File: config.mk
export PLATFORM = sky130hd
export DESIGN_NAME = tiny_core
export DESIGN_NICKNAME = d
export VERILOG_FILES = /design/src/hw/isa_pkg.sv /design/src/hw/core_pkg.sv /design/src/hw/fetch_stage.sv /design/src/hw/decode_stage.sv /design/src/hw/execute_stage.sv /design/src/hw/commit_stage.sv /design/src/hw/pipeline_ctrl.sv /design/src/hw/perf_counters.sv /design/src/hw/tiny_core.sv
export VERILOG_INCLUDE_DIRS = /design/src /design/src/include
export SDC_FILE = /design/constraint.sdc
export NUM_CORES = 2
export LEC_CHECK = 0
export BUFFER_PORTS_ARGS = -buffer_cell sky130_fd_sc_hd__buf_4
export CAP_MARGIN = 40
export CORE_MARGIN = 5
export CORE_UTILIZATION = 35
export CTS_BUF_LIST = sky130_fd_sc_hd__clkbuf_2
export DETAILED_ROUTE_END_ITERATION = 6
export PLACE_DENSITY = 0.59
export SYNTH_ARGS = -nofsm -noshare
export SYNTH_HDL_FRONTEND = slang
export SYNTH_SLANG_ARGS = --single-unit
File: constraint.sdc
create_clock -name clk_i -period 4.17 [get_ports clk_i]
set_input_delay 0.2085 -clock clk_i [delete_from_list [all_inputs] [get_ports clk_i]]
set_output_delay 0.2085 -clock clk_i [all_outputs]
set_load 0.1 [all_outputs]
File: src/include/core_cfg.svh
`ifndef CORE_CFG_SVH
`define CORE_CFG_SVH

// Datapath and register file size
`define CORE_XLEN 32
`define CORE_NR_REGS 32

// Fixed program counter targets
`define CORE_BOOT_ADDR 32'h0
`define CORE_TRAP_VECTOR 32'h100

// Counter addresses readable with CSRRS
`define CORE_CSR_INSTRET 12'hB02
`define CORE_CSR_BRTAKEN 12'hB03

`endif

File: src/hw/isa_pkg.sv
`default_nettype none

package isa_pkg;

  // Major opcodes of the supported subset
  typedef enum logic [6:0] {
    OPC_OP     = 7'b0110011,
    OPC_OP_IMM = 7'b0010011,
    OPC_LUI    = 7'b0110111,
    OPC_BRANCH = 7'b1100011,
    OPC_SYSTEM = 7'b1110011
  } opcode_e;

  // funct3 and funct7 values
  localparam logic [2:0] F3_ADD_SUB = 3'b000;
  localparam logic [2:0] F3_XOR     = 3'b100;
  localparam logic [2:0] F3_OR      = 3'b110;
  localparam logic [2:0] F3_AND     = 3'b111;
  localparam logic [2:0] F3_BEQ     = 3'b000;
  localparam logic [2:0] F3_BNE     = 3'b001;
  localparam logic [2:0] F3_CSRRS   = 3'b010;
  localparam logic [6:0] F7_BASE    = 7'b0000000;
  localparam logic [6:0] F7_SUB     = 7'b0100000;

  // ----------------------------------------------------------
  // Instruction formats, MSB first
  // ----------------------------------------------------------
  typedef struct packed {
    logic [6:0] funct7;
    logic [4:0] rs2;
    logic [4:0] rs1;
    logic [2:0] funct3;
    logic [4:0] rd;
    logic [6:0] opcode;
  } r_type_t;

  typedef struct packed {
    logic [11:0] imm;
    logic [4:0]  rs1;
    logic [2:0]  funct3;
    logic [4:0]  rd;
    logic [6:0]  opcode;
  } i_type_t;

  typedef struct packed {
    logic       imm12;
    logic [5:0] imm10_5;
    logic [4:0] rs2;
    logic [4:0] rs1;
    logic [2:0] funct3;
    logic [3:0] imm4_1;
    logic       imm11;
    logic [6:0] opcode;
  } b_type_t;

  typedef struct packed {
    logic [19:0] imm;
    logic [4:0]  rd;
    logic [6:0]  opcode;
  } u_type_t;

  // One word, four views
  typedef union packed {
    r_type_t r;
    i_type_t i;
    b_type_t b;
    u_type_t u;
  } instr_t;

endpackage

`default_nettype wire

File: src/hw/core_pkg.sv
`default_nettype none

package core_pkg;

  `include "core_cfg.svh"

  typedef enum logic [3:0] {
    ALU_ADD,
    ALU_SUB,
    ALU_AND,
    ALU_OR,
    ALU_XOR,
    ALU_PASS_B,
    ALU_BEQ,
    ALU_BNE,
    ALU_CSR
  } alu_op_e;

  // ----------------------------------------------------------
  // Stage records
  // ----------------------------------------------------------
  typedef struct packed {
    logic                  valid;
    logic [`CORE_XLEN-1:0] pc;
    isa_pkg::instr_t       instr;
  } fetch_entry_t;

  // Operand b already holds the immediate for I and U formats
  typedef struct packed {
    logic                  valid;
    logic [`CORE_XLEN-1:0] pc;
    alu_op_e               alu_op;
    logic [4:0]            rd;
    logic [`CORE_XLEN-1:0] operand_a;
    logic [`CORE_XLEN-1:0] operand_b;
    logic [`CORE_XLEN-1:0] imm;
    logic [11:0]           csr_addr;
    logic                  illegal;
    isa_pkg::instr_t       instr;
  } decoded_t;

  typedef struct packed {
    logic                  valid;
    logic [`CORE_XLEN-1:0] pc;
    logic [4:0]            rd;
    logic [`CORE_XLEN-1:0] result;
    logic                  is_csr;
    logic [11:0]           csr_addr;
    logic                  illegal;
    isa_pkg::instr_t       instr;
    logic                  branch_taken;
  } exec_result_t;

  typedef struct packed {
    logic                  valid;
    logic [`CORE_XLEN-1:0] pc;
  } redirect_t;

  // One record per retired instruction
  typedef struct packed {
    logic                  valid;
    logic [`CORE_XLEN-1:0] pc;
    logic [4:0]            rd;
    logic [`CORE_XLEN-1:0] wdata;
    logic                  exception;
    logic [`CORE_XLEN-1:0] tval;
  } commit_trace_t;

endpackage

`default_nettype wire

File: src/hw/fetch_stage.sv
`default_nettype none

`include "core_cfg.svh"

module fetch_stage (
  input  wire logic                  clk_i,
  input  wire logic                  rst_ni,
  input  wire logic                  stall_i,
  input  wire core_pkg::redirect_t   redirect_i,
  input  wire logic                  flush_i,
  output logic [`CORE_XLEN-1:0]      imem_addr_o,
  input  wire logic [`CORE_XLEN-1:0] imem_rdata_i,
  output core_pkg::fetch_entry_t     fetch_entry_o
);

  logic [`CORE_XLEN-1:0] pc_q;
  core_pkg::fetch_entry_t entry_q;

  // Redirect wins over a stall
  always_ff @(posedge clk_i or negedge rst_ni) begin
    if (!rst_ni) begin
      pc_q <= `CORE_BOOT_ADDR;
    end else if (redirect_i.valid) begin
      pc_q <= redirect_i.pc;
    end else if (!stall_i) begin
      pc_q <= pc_q + `CORE_XLEN'd4;
    end
  end

  // Word arrives in the same cycle as its address
  always_ff @(posedge clk_i or negedge rst_ni) begin
    if (!rst_ni) begin
      entry_q <= '0;
    end else if (flush_i) begin
      entry_q <= '0;
    end else if (!stall_i) begin
      entry_q.valid <= 1'b1;
      entry_q.pc    <= pc_q;
      entry_q.instr <= imem_rdata_i;
    end
  end

  assign imem_addr_o   = pc_q;
  assign fetch_entry_o = entry_q;

endmodule

`default_nettype wire

File: src/hw/decode_stage.sv
`default_nettype none

`include "core_cfg.svh"

module decode_stage (
  input  wire logic                  clk_i,
  input  wire logic                  rst_ni,
  input  wire core_pkg::fetch_entry_t fetch_entry_i,
  input  wire logic                  flush_i,
  input  wire logic [4:0]            ex_busy_rd_i,
  input  wire logic                  ex_busy_i,
  input  wire logic [4:0]            cm_busy_rd_i,
  input  wire logic                  cm_busy_i,
  input  wire logic                  rf_we_i,
  input  wire logic [4:0]            rf_waddr_i,
  input  wire logic [`CORE_XLEN-1:0] rf_wdata_i,
  output logic                       stall_o,
  output core_pkg::decoded_t         decoded_o
);

  isa_pkg::instr_t       instr;
  core_pkg::alu_op_e     alu_op;
  logic [4:0]            rd;
  logic [`CORE_XLEN-1:0] imm;
  logic                  use_rs1;
  logic                  use_rs2;
  logic                  use_imm;
  logic                  illegal;
  logic [`CORE_XLEN-1:0] rs1_data;
  logic [`CORE_XLEN-1:0] rs2_data;
  logic                  raw_ex;
  logic                  raw_cm;

  // x0 is not stored
  logic [`CORE_XLEN-1:0] regs_q [1:`CORE_NR_REGS-1];

  assign instr = fetch_entry_i.instr;

  // ----------------------------------------------------------
  // Decoder
  // ----------------------------------------------------------
  always_comb begin
    alu_op  = core_pkg::ALU_ADD;
    rd      = instr.r.rd;
    imm     = '0;
    use_rs1 = 1'b0;
    use_rs2 = 1'b0;
    use_imm = 1'b0;
    illegal = 1'b0;
    case (instr.r.opcode)
      isa_pkg::OPC_OP: begin
        use_rs1 = 1'b1;
        use_rs2 = 1'b1;
        case ({instr.r.funct7, instr.r.funct3})
          {isa_pkg::F7_BASE, isa_pkg::F3_ADD_SUB}: alu_op = core_pkg::ALU_ADD;
          {isa_pkg::F7_SUB, isa_pkg::F3_ADD_SUB}:  alu_op = core_pkg::ALU_SUB;
          {isa_pkg::F7_BASE, isa_pkg::F3_XOR}:     alu_op = core_pkg::ALU_XOR;
          {isa_pkg::F7_BASE, isa_pkg::F3_OR}:      alu_op = core_pkg::ALU_OR;
          {isa_pkg::F7_BASE, isa_pkg::F3_AND}:     alu_op = core_pkg::ALU_AND;
          default:                                 illegal = 1'b1;
        endcase
      end
      isa_pkg::OPC_OP_IMM: begin
        use_rs1 = 1'b1;
        use_imm = 1'b1;
        imm     = {{(`CORE_XLEN-12){instr.i.imm[11]}}, instr.i.imm};
        case (instr.i.funct3)
          isa_pkg::F3_ADD_SUB: alu_op = core_pkg::ALU_ADD;
          isa_pkg::F3_XOR:     alu_op = core_pkg::ALU_XOR;
          isa_pkg::F3_OR:      alu_op = core_pkg::ALU_OR;
          isa_pkg::F3_AND:     alu_op = core_pkg::ALU_AND;
          default:             illegal = 1'b1;
        endcase
      end
      isa_pkg::OPC_LUI: begin
        alu_op  = core_pkg::ALU_PASS_B;
        use_imm = 1'b1;
        imm     = {instr.u.imm, 12'b0};
      end
      isa_pkg::OPC_BRANCH: begin
        use_rs1 = 1'b1;
        use_rs2 = 1'b1;
        rd      = '0;
        imm     = {{(`CORE_XLEN-12){instr.b.imm12}}, instr.b.imm11,
                   instr.b.imm10_5, instr.b.imm4_1, 1'b0};
        case (instr.b.funct3)
          isa_pkg::F3_BEQ: alu_op = core_pkg::ALU_BEQ;
          isa_pkg::F3_BNE: alu_op = core_pkg::ALU_BNE;
          default:         illegal = 1'b1;
        endcase
      end
      isa_pkg::OPC_SYSTEM: begin
        // Only counter reads as CSRRS with rs1 = x0
        alu_op = core_pkg::ALU_CSR;
        if (instr.i.funct3 != isa_pkg::F3_CSRRS || instr.i.rs1 != '0) begin
          illegal = 1'b1;
        end
      end
      default: illegal = 1'b1;
    endcase
    if (illegal) begin
      rd      = '0;
      use_rs1 = 1'b0;
      use_rs2 = 1'b0;
    end
  end

  // ----------------------------------------------------------
  // Register file and interlock
  // ----------------------------------------------------------
  always_ff @(posedge clk_i or negedge rst_ni) begin
    if (!rst_ni) begin
      for (int i = 1; i < `CORE_NR_REGS; i++) begin
        regs_q[i] <= '0;
      end
    end else if (rf_we_i && rf_waddr_i != '0) begin
      regs_q[rf_waddr_i] <= rf_wdata_i;
    end
  end

  assign rs1_data = (instr.r.rs1 == '0) ? '0 : regs_q[instr.r.rs1];
  assign rs2_data = (instr.r.rs2 == '0) ? '0 : regs_q[instr.r.rs2];

  // Without forwarding a reader waits until the producer has written back
  assign raw_ex = ex_busy_i && ex_busy_rd_i != '0 &&
                  ((use_rs1 && instr.r.rs1 == ex_busy_rd_i) ||
                   (use_rs2 && instr.r.rs2 == ex_busy_rd_i));
  assign raw_cm = cm_busy_i && cm_busy_rd_i != '0 &&
                  ((use_rs1 && instr.r.rs1 == cm_busy_rd_i) ||
                   (use_rs2 && instr.r.rs2 == cm_busy_rd_i));

  assign stall_o = fetch_entry_i.valid && (raw_ex || raw_cm);

  always_comb begin
    decoded_o.valid     = fetch_entry_i.valid && !stall_o && !flush_i;
    decoded_o.pc        = fetch_entry_i.pc;
    decoded_o.alu_op    = alu_op;
    decoded_o.rd        = rd;
    decoded_o.operand_a = rs1_data;
    decoded_o.operand_b = use_imm ? imm : rs2_data;
    decoded_o.imm       = imm;
    decoded_o.csr_addr  = instr.i.imm;
    decoded_o.illegal   = illegal;
    decoded_o.instr     = instr;
  end

endmodule

`default_nettype wire

File: src/hw/execute_stage.sv
`default_nettype none

`include "core_cfg.svh"

module execute_stage (
  input  wire logic               clk_i,
  input  wire logic               rst_ni,
  input  wire core_pkg::decoded_t decoded_i,
  input  wire logic               flush_i,
  output logic [4:0]              busy_rd_o,
  output logic                    busy_o,
  output core_pkg::redirect_t     branch_redirect_o,
  output core_pkg::exec_result_t  result_o
);

  core_pkg::decoded_t    ex_q;
  logic [`CORE_XLEN-1:0] alu_res;
  logic                  taken;

  always_ff @(posedge clk_i or negedge rst_ni) begin
    if (!rst_ni) begin
      ex_q <= '0;
    end else if (flush_i) begin
      ex_q <= '0;
    end else begin
      ex_q <= decoded_i;
    end
  end

  // ----------------------------------------------------------
  // ALU and branch condition
  // ----------------------------------------------------------
  always_comb begin
    alu_res = '0;
    taken   = 1'b0;
    case (ex_q.alu_op)
      core_pkg::ALU_ADD:    alu_res = ex_q.operand_a + ex_q.operand_b;
      core_pkg::ALU_SUB:    alu_res = ex_q.operand_a - ex_q.operand_b;
      core_pkg::ALU_AND:    alu_res = ex_q.operand_a & ex_q.operand_b;
      core_pkg::ALU_OR:     alu_res = ex_q.operand_a | ex_q.operand_b;
      core_pkg::ALU_XOR:    alu_res = ex_q.operand_a ^ ex_q.operand_b;
      core_pkg::ALU_PASS_B: alu_res = ex_q.operand_b;
      core_pkg::ALU_BEQ:    taken = (ex_q.operand_a == ex_q.operand_b);
      core_pkg::ALU_BNE:    taken = (ex_q.operand_a != ex_q.operand_b);
      // Counter value is filled in at commit
      default:              alu_res = '0;
    endcase
  end

  // Only a taken branch redirects under not-taken prediction
  assign branch_redirect_o.valid = ex_q.valid && taken;
  assign branch_redirect_o.pc    = ex_q.pc + ex_q.imm;

  assign busy_o    = ex_q.valid;
  assign busy_rd_o = ex_q.rd;

  always_comb begin
    result_o.valid        = ex_q.valid && !flush_i;
    result_o.pc           = ex_q.pc;
    result_o.rd           = ex_q.rd;
    result_o.result       = alu_res;
    result_o.is_csr       = (ex_q.alu_op == core_pkg::ALU_CSR);
    result_o.csr_addr     = ex_q.csr_addr;
    result_o.illegal      = ex_q.illegal;
    result_o.instr        = ex_q.instr;
    result_o.branch_taken = taken;
  end

endmodule

`default_nettype wire

File: src/hw/commit_stage.sv
`default_nettype none

`include "core_cfg.svh"

module commit_stage (
  input  wire logic                   clk_i,
  input  wire logic                   rst_ni,
  input  wire core_pkg::exec_result_t result_i,
  input  wire logic [`CORE_XLEN-1:0]  count_value_i,
  output logic [11:0]                 csr_addr_o,
  output logic                        retire_o,
  output logic                        br_taken_o,
  output logic                        rf_we_o,
  output logic [4:0]                  rf_waddr_o,
  output logic [`CORE_XLEN-1:0]       rf_wdata_o,
  output logic [4:0]                  busy_rd_o,
  output logic                        busy_o,
  output core_pkg::redirect_t         trap_redirect_o,
  output core_pkg::commit_trace_t     commit_trace_o
);

  core_pkg::exec_result_t cm_q;

  always_ff @(posedge clk_i or negedge rst_ni) begin
    if (!rst_ni) begin
      cm_q <= '0;
    end else begin
      cm_q <= result_i;
    end
  end

  assign csr_addr_o = cm_q.csr_addr;
  assign rf_wdata_o = cm_q.is_csr ? count_value_i : cm_q.result;
  assign rf_waddr_o = cm_q.rd;
  assign rf_we_o    = cm_q.valid && !cm_q.illegal && cm_q.rd != '0;

  assign retire_o   = cm_q.valid && !cm_q.illegal;
  assign br_taken_o = cm_q.valid && cm_q.branch_taken;

  assign busy_o    = cm_q.valid;
  assign busy_rd_o = cm_q.rd;

  assign trap_redirect_o.valid = cm_q.valid && cm_q.illegal;
  assign trap_redirect_o.pc    = `CORE_TRAP_VECTOR;

  // rd and wdata show up only for a real register write
  always_comb begin
    commit_trace_o.valid     = cm_q.valid;
    commit_trace_o.pc        = cm_q.pc;
    commit_trace_o.rd        = rf_we_o ? cm_q.rd : '0;
    commit_trace_o.wdata     = rf_we_o ? rf_wdata_o : '0;
    commit_trace_o.exception = cm_q.illegal;
    commit_trace_o.tval      = cm_q.illegal ? cm_q.instr : '0;
  end

endmodule

`default_nettype wire

File: src/hw/pipeline_ctrl.sv
`default_nettype none

module pipeline_ctrl (
  input  wire core_pkg::redirect_t branch_redirect_i,
  input  wire core_pkg::redirect_t trap_redirect_i,
  output core_pkg::redirect_t      redirect_o,
  output logic                     flush_front_o,
  output logic                     flush_ex_o
);

  // Trapping instruction sits in commit and is older than any branch
  always_comb begin
    if (trap_redirect_i.valid) begin
      redirect_o = trap_redirect_i;
    end else begin
      redirect_o = branch_redirect_i;
    end
  end

  assign flush_front_o = trap_redirect_i.valid || branch_redirect_i.valid;

  // Execute entry is only wrong-path on a trap
  assign flush_ex_o = trap_redirect_i.valid;

endmodule

`default_nettype wire

File: src/hw/perf_counters.sv
`default_nettype none

`include "core_cfg.svh"

module perf_counters (
  input  wire logic        clk_i,
  input  wire logic        rst_ni,
  input  wire logic        retire_i,
  input  wire logic        br_taken_i,
  input  wire logic [11:0] csr_addr_i,
  output logic [`CORE_XLEN-1:0] count_value_o
);

  logic [`CORE_XLEN-1:0] instret_q;
  logic [`CORE_XLEN-1:0] brtaken_q;

  always_ff @(posedge clk_i or negedge rst_ni) begin
    if (!rst_ni) begin
      instret_q <= '0;
      brtaken_q <= '0;
    end else begin
      if (retire_i) begin
        instret_q <= instret_q + 1'b1;
      end
      if (br_taken_i) begin
        brtaken_q <= brtaken_q + 1'b1;
      end
    end
  end

  // Read sees the count before the reading instruction
  always_comb begin
    case (csr_addr_i)
      `CORE_CSR_INSTRET: count_value_o = instret_q;
      `CORE_CSR_BRTAKEN: count_value_o = brtaken_q;
      default:           count_value_o = '0;
    endcase
  end

endmodule

`default_nettype wire

File: src/hw/tiny_core.sv
`default_nettype none

`include "core_cfg.svh"

module tiny_core (
  input  wire logic                  clk_i,
  input  wire logic                  rst_ni,
  output logic [`CORE_XLEN-1:0]      imem_addr_o,
  input  wire logic [`CORE_XLEN-1:0] imem_rdata_i,
  output core_pkg::commit_trace_t    commit_trace_o
);

  // ----------------------------------------------------------
  // Stage to stage
  // ----------------------------------------------------------
  core_pkg::fetch_entry_t fetch_entry;
  core_pkg::decoded_t     decoded;
  core_pkg::exec_result_t exec_result;
  logic                   stall;

  // Interlock and write-back
  logic [4:0]            ex_busy_rd;
  logic                  ex_busy;
  logic [4:0]            cm_busy_rd;
  logic                  cm_busy;
  logic                  rf_we;
  logic [4:0]            rf_waddr;
  logic [`CORE_XLEN-1:0] rf_wdata;

  // Control and counters
  core_pkg::redirect_t   branch_redirect;
  core_pkg::redirect_t   trap_redirect;
  core_pkg::redirect_t   redirect;
  logic                  flush_front;
  logic                  flush_ex;
  logic [11:0]           csr_addr;
  logic [`CORE_XLEN-1:0] count_value;
  logic                  retire;
  logic                  br_taken;

  fetch_stage u_fetch (
    .clk_i         (clk_i),
    .rst_ni        (rst_ni),
    .stall_i       (stall),
    .redirect_i    (redirect),
    .flush_i       (flush_front),
    .imem_addr_o   (imem_addr_o),
    .imem_rdata_i  (imem_rdata_i),
    .fetch_entry_o (fetch_entry)
  );

  decode_stage u_decode (
    .clk_i         (clk_i),
    .rst_ni        (rst_ni),
    .fetch_entry_i (fetch_entry),
    .flush_i       (flush_front),
    .ex_busy_rd_i  (ex_busy_rd),
    .ex_busy_i     (ex_busy),
    .cm_busy_rd_i  (cm_busy_rd),
    .cm_busy_i     (cm_busy),
    .rf_we_i       (rf_we),
    .rf_waddr_i    (rf_waddr),
    .rf_wdata_i    (rf_wdata),
    .stall_o       (stall),
    .decoded_o     (decoded)
  );

  execute_stage u_execute (
    .clk_i             (clk_i),
    .rst_ni            (rst_ni),
    .decoded_i         (decoded),
    .flush_i           (flush_ex),
    .busy_rd_o         (ex_busy_rd),
    .busy_o            (ex_busy),
    .branch_redirect_o (branch_redirect),
    .result_o          (exec_result)
  );

  commit_stage u_commit (
    .clk_i           (clk_i),
    .rst_ni          (rst_ni),
    .result_i        (exec_result),
    .count_value_i   (count_value),
    .csr_addr_o      (csr_addr),
    .retire_o        (retire),
    .br_taken_o      (br_taken),
    .rf_we_o         (rf_we),
    .rf_waddr_o      (rf_waddr),
    .rf_wdata_o      (rf_wdata),
    .busy_rd_o       (cm_busy_rd),
    .busy_o          (cm_busy),
    .trap_redirect_o (trap_redirect),
    .commit_trace_o  (commit_trace_o)
  );

  pipeline_ctrl u_ctrl (
    .branch_redirect_i (branch_redirect),
    .trap_redirect_i   (trap_redirect),
    .redirect_o        (redirect),
    .flush_front_o     (flush_front),
    .flush_ex_o        (flush_ex)
  );

  perf_counters u_perf (
    .clk_i         (clk_i),
    .rst_ni        (rst_ni),
    .retire_i      (retire),
    .br_taken_i    (br_taken),
    .csr_addr_i    (csr_addr),
    .count_value_o (count_value)
  );

endmodule

`default_nettype wire

==> results.md <==
- The run finished with clean final reports.
- From bottom edge to top edge, the die measures 470.7 um.
- For this design the ratio of total power to cell area is 387.8 nW/um^2.
- The worst clock skew is 0.2023 ns.
- The largest voltage drop on the vdd net is 0.6896 mV.
- The register bit count reported by yosys is 1,429.
- Yosys printed 0 warnings.
- The floorplan row count is 169.
- The synthesized area per cell is 10.85 um^2.
- The pin count of the biggest net entering global routing is 136.
- For this run, the number of standard cells in the final layout without fillers is 10,271.
- Across all register-to-register paths, the minimum setup slack is 0.14 ns.
- The initial antenna violation count is 8.
- The post-place setup slack is 0.1962 ns.
- For the pin with the worst max-slew slack, the measured transition is 1.368 ns.
- The starting density of the core is 35.10%.
- The fraction of final layout cells sized beyond drive strength 1 is 25.16%.
- For this run, the post-layout net count is 7,336.
- Port buffering added 168 buffers.
- The most used flip-flop cell after synthesis is sky130_fd_sc_hd__dfrtp_1.
- The slack of the critical path is 0.1276 ns.
- The number of sinks on the clock net is 1,429.
- The sequential cell area is 35,800 um^2.
- The number of clock buffers added by TritonCTS is 388.
- The kind of end point of the critical path is an output port.
- The routability-driven placement congestion ratio is 0.9289.
- Derived from the worst setup path, the maximum achievable clock frequency is 0.2474 GHz.
- The worst hold-check slack is 0.2254 ns.
- Counting instances, the worst hold path has a depth of 6.
- The worst setup path is launched from a register.
- 169 I/O pins were placed.
- The sequential area share after synthesis is 48.13%.
- The data required time at the worst endpoint is 3.96 ns.
- The number of global-route vias before repair is 58,716.
- The first global-routing pass estimated 383.0 mm of wire.
- The tree is rooted in a sky130_fd_sc_hd__clkbuf_2.
- The level count of the clock H-tree is 5.
- The synthesis-to-finish area growth is 15.03%.
- Setup repair after global routing could not meet its margin everywhere.
- The area used by multi-input combinational logic is 36,400 um^2.
- The number of maximum-capacitance constraint violations is 0.
- The clock transition at the registers of the reported paths is 0.10 ns.
- The tightest min-delay check is of the in2reg type.
- The total power of the final layout is 33.15 mW.
- For this block, the routed nets add up to 255.8 mm of wire.
- The die footprint is 221,600 um^2.
- The cell count of the worst reg-to-reg path is 12.
- The largest fanout of any net on the critical path is 32.
- Detailed placement ended at an HPWL of 161.5 mm.
- The clock reaches the later pin of the worst-skew pair after 1.96 ns.
- Detailed routing inserted a total of 57,838 vias.
- From left edge to right edge, the die measures 470.7 um.
- In the routed layout, each cell is associated on average with a via count of 5.631.
- The mapped cell area is 74,300 um^2.
- The total global routing overflow is 0.
- In this run, placement finished with an instance count of 9,455.
- For this run, the detailed router's first-pass iteration total came to 6.
- The maximum number of buffers from clock root to sink is 4.
- The area of the core is 211,700 um^2.
- The leakage power is 37.53 nW.
- The final number of setup-violating endpoints is 0.
- The clock tree from TritonCTS is done.
- Data arrives at the worst endpoint at 3.83 ns.
- Measured against its own limit, the worst slew margin works out to 8.826%.
- Yosys mapped a number of flops with a built-in enable equal to 0.
- The final routed wire length divided by cell count is 24.91 um.
- The number of pins with negative max-slew slack in the final report is 0.
- In this run the cell area measured after placement is 79,680 um^2.
- After filler insertion, the fill cell instance count of the layout stands at 20,197.
- Dividing the final minimum period by the clock period gives 96.94%.
- The number of nets handed over by synthesis was 7,011.
- The total count of hold-check failures in the final report was 0.
- The violation count after the first detailed-routing iteration is 5,743.
- Global routing used 22.74% of the available tracks across all layers.
- After routing the design area is 85,460 um^2.
- The number of different library cells in the post-synthesis netlist is 79.
- In the routed design, unresolved DRC markers number 0.
- In this run the remaining antenna-violating nets after routing total 0.
- The post-synthesis cell count is 6,845.
- The type of the worst setup path is reg2out.
- After layout, the minimum clock period comes to 4.042 ns.
- The post-synthesis async set-or-reset flop share is 100.0%.
==> cell type report <==
cell class | count | area share [%]
diodes | 17 | 0.04978
inverters | 115 | 0.5051
clock inverters | 79 | 0.4509
well taps | 2821 | 4.130
repair buffers | 571 | 7.023
multi-input cells | 4665 | 42.59
flip-flops and latches | 1429 | 41.89
clock buffers | 574 | 3.362
==> path summary, 6_finish.rpt <==
path	start	endpoint
setup / recovery	u_commit.csr_addr_o[11]	commit_trace_o[47]
hold reg to reg	u_execute.result_o[2]	u_commit.cm_q[2]
max in group asynchronous	rst_ni	u_decode.regs_q[92]
hold / removal	imem_rdata_i[7]	u_fetch.fetch_entry_o[7]
min in group asynchronous	rst_ni	u_decode.regs_q[4]
setup reg to reg	u_execute.ex_q[100]	u_fetch.imem_addr_o[28]
==> critical path, cell delays in order, from the launching register on <==
cell,delay [ns]
sky130_fd_sc_hd__dfrtp_1,0.46
sky130_fd_sc_hd__and4b_1,0.23
sky130_fd_sc_hd__nand3_2,0.09
sky130_fd_sc_hd__buf_12,0.26
sky130_fd_sc_hd__nor2_1,0.13
sky130_fd_sc_hd__a21oi_4,0.37
sky130_fd_sc_hd__nor2_4,0.12
sky130_fd_sc_hd__buf_12,0.19
==> cell usage after synthesis (all sizes together) (18+ instances only) <==
cell	count	area [um^2]
a211oi	19	142.6
a21o	34	255.2
a21oi	556	2783
a221oi	21	183.9
a22o	68	595.6
a22oi	25	187.7
and2	124	775.7
and3	31	193.9
buf	121	614.3
clkbuf	515	1933
dfrtp	1429	35760
ha	129	1614
inv	115	431.7
mux2	67	754.5
mux2i	98	980.9
mux4	576	12970
nand2	885	3322
nand3	116	580.6
nand4	30	187.7
nor2	688	2582
nor3	31	160.1
nor4	21	167.7
o211ai	32	240.2
o21ai	717	3588
o22a	21	183.9
o22ai	18	112.6
xnor2	76	665.6
xor2	50	437.9
==> power by group <==
| part | total, mW | switching, mW | leakage [nW] | internal [mW] |
|---|---|---|---|---|
| registers | 15.0 | 0.652 | 19.8 | 14.3 |
| clock network | 9.82 | 6.02 | 2.57 | 3.80 |
| logic | 8.34 | 5.63 | 15.2 | 2.71 |
==> logic make-up after synthesis <==
logic type	Yosys count	synth area share [%]
fa+ha+maj	132	2.253
xor+xnor	126	1.485
buf+inv	751	4.010
compound gates	1650	12.74
flops	1429	48.13
simple gates	2016	11.59
mux	741	19.80
==> routing by layer <==
| layer | vias up | wire length (um) | GRT usage (%) |
|---|---|---|---|
| met5 | - | 0 | 0 |
| li1 | 25395 | - | - |
| met3 | 544 | 23270 | 6.043 |
| met4 | 0 | 10780 | 9.335 |
| met1 | 29370 | 105100 | 30.37 |
| met2 | 2529 | 116600 | 35.26 |
==> per-stage QoR <==
stage | setup TNS, ns | util [%]
6_report | 0 | 40.38
5_1_grt | -1.026 | 40.37
4_1_cts | -0.8709 | 40.29
3_5_place_dp | 0 | 37.65
3_3_place_gp | 0 | 37.50
2_1_floorplan | 0 | -
==> state kept, by name, indices dropped and copies added, names as in the netlist, 5 cells and up <==
name                     cells
u_perf.instret_q            32
u_perf.brtaken_q            32
u_fetch.fetch_entry_o       65
u_execute.busy_rd_o          5
u_execute.result_o          65
u_commit.cm_q               54
u_decode.regs_q            992
u_execute.ex_q             100
u_commit.commit_trace_o     33
u_fetch.imem_addr_o         32
u_commit.busy_rd_o           5
u_commit.csr_addr_o         12
==> layout by cell type (no fill, tap or decap), types with 24 or more instances in the layout <==
master	n
sky130_fd_sc_hd__xor2_1	50
sky130_fd_sc_hd__and3_1	31
sky130_fd_sc_hd__nor3_1	28
sky130_fd_sc_hd__buf_12	87
sky130_fd_sc_hd__ha_1	129
sky130_fd_sc_hd__o21ai_0	713
sky130_fd_sc_hd__mux2i_1	98
sky130_fd_sc_hd__o211ai_1	32
sky130_fd_sc_hd__clkbuf_2	574
sky130_fd_sc_hd__nand4_1	30
sky130_fd_sc_hd__a21oi_1	524
sky130_fd_sc_hd__nand2_1	868
sky130_fd_sc_hd__a22o_1	68
sky130_fd_sc_hd__buf_4	339
sky130_fd_sc_hd__and2_1	123
sky130_fd_sc_hd__mux2_2	67
sky130_fd_sc_hd__inv_1	113
sky130_fd_sc_hd__mux4_2	576
sky130_fd_sc_hd__a22oi_1	25
sky130_fd_sc_hd__a21o_1	34
sky130_fd_sc_hd__nand3_1	115
sky130_fd_sc_hd__nor2_2	24
sky130_fd_sc_hd__dfrtp_1	1413
sky130_fd_sc_hd__dlygate4sd3_1	111
sky130_fd_sc_hd__xnor2_1	76
sky130_fd_sc_hd__nor2_4	45
sky130_fd_sc_hd__clkinv_1	65
sky130_fd_sc_hd__nor2_1	619
==> repair_timing <==
action | CTS | global route
hold buffers | 112 | 0
pin swaps | 12 | 9
cloned | 2 | 0
hold endpoints to repair | 1461 | 0
setup buffers | 26 | 6
endpoints found under the setup margin | 35 | 33
resized for setup | 198 | 21
Note: power is estimated with default switching activity, not from simulation.
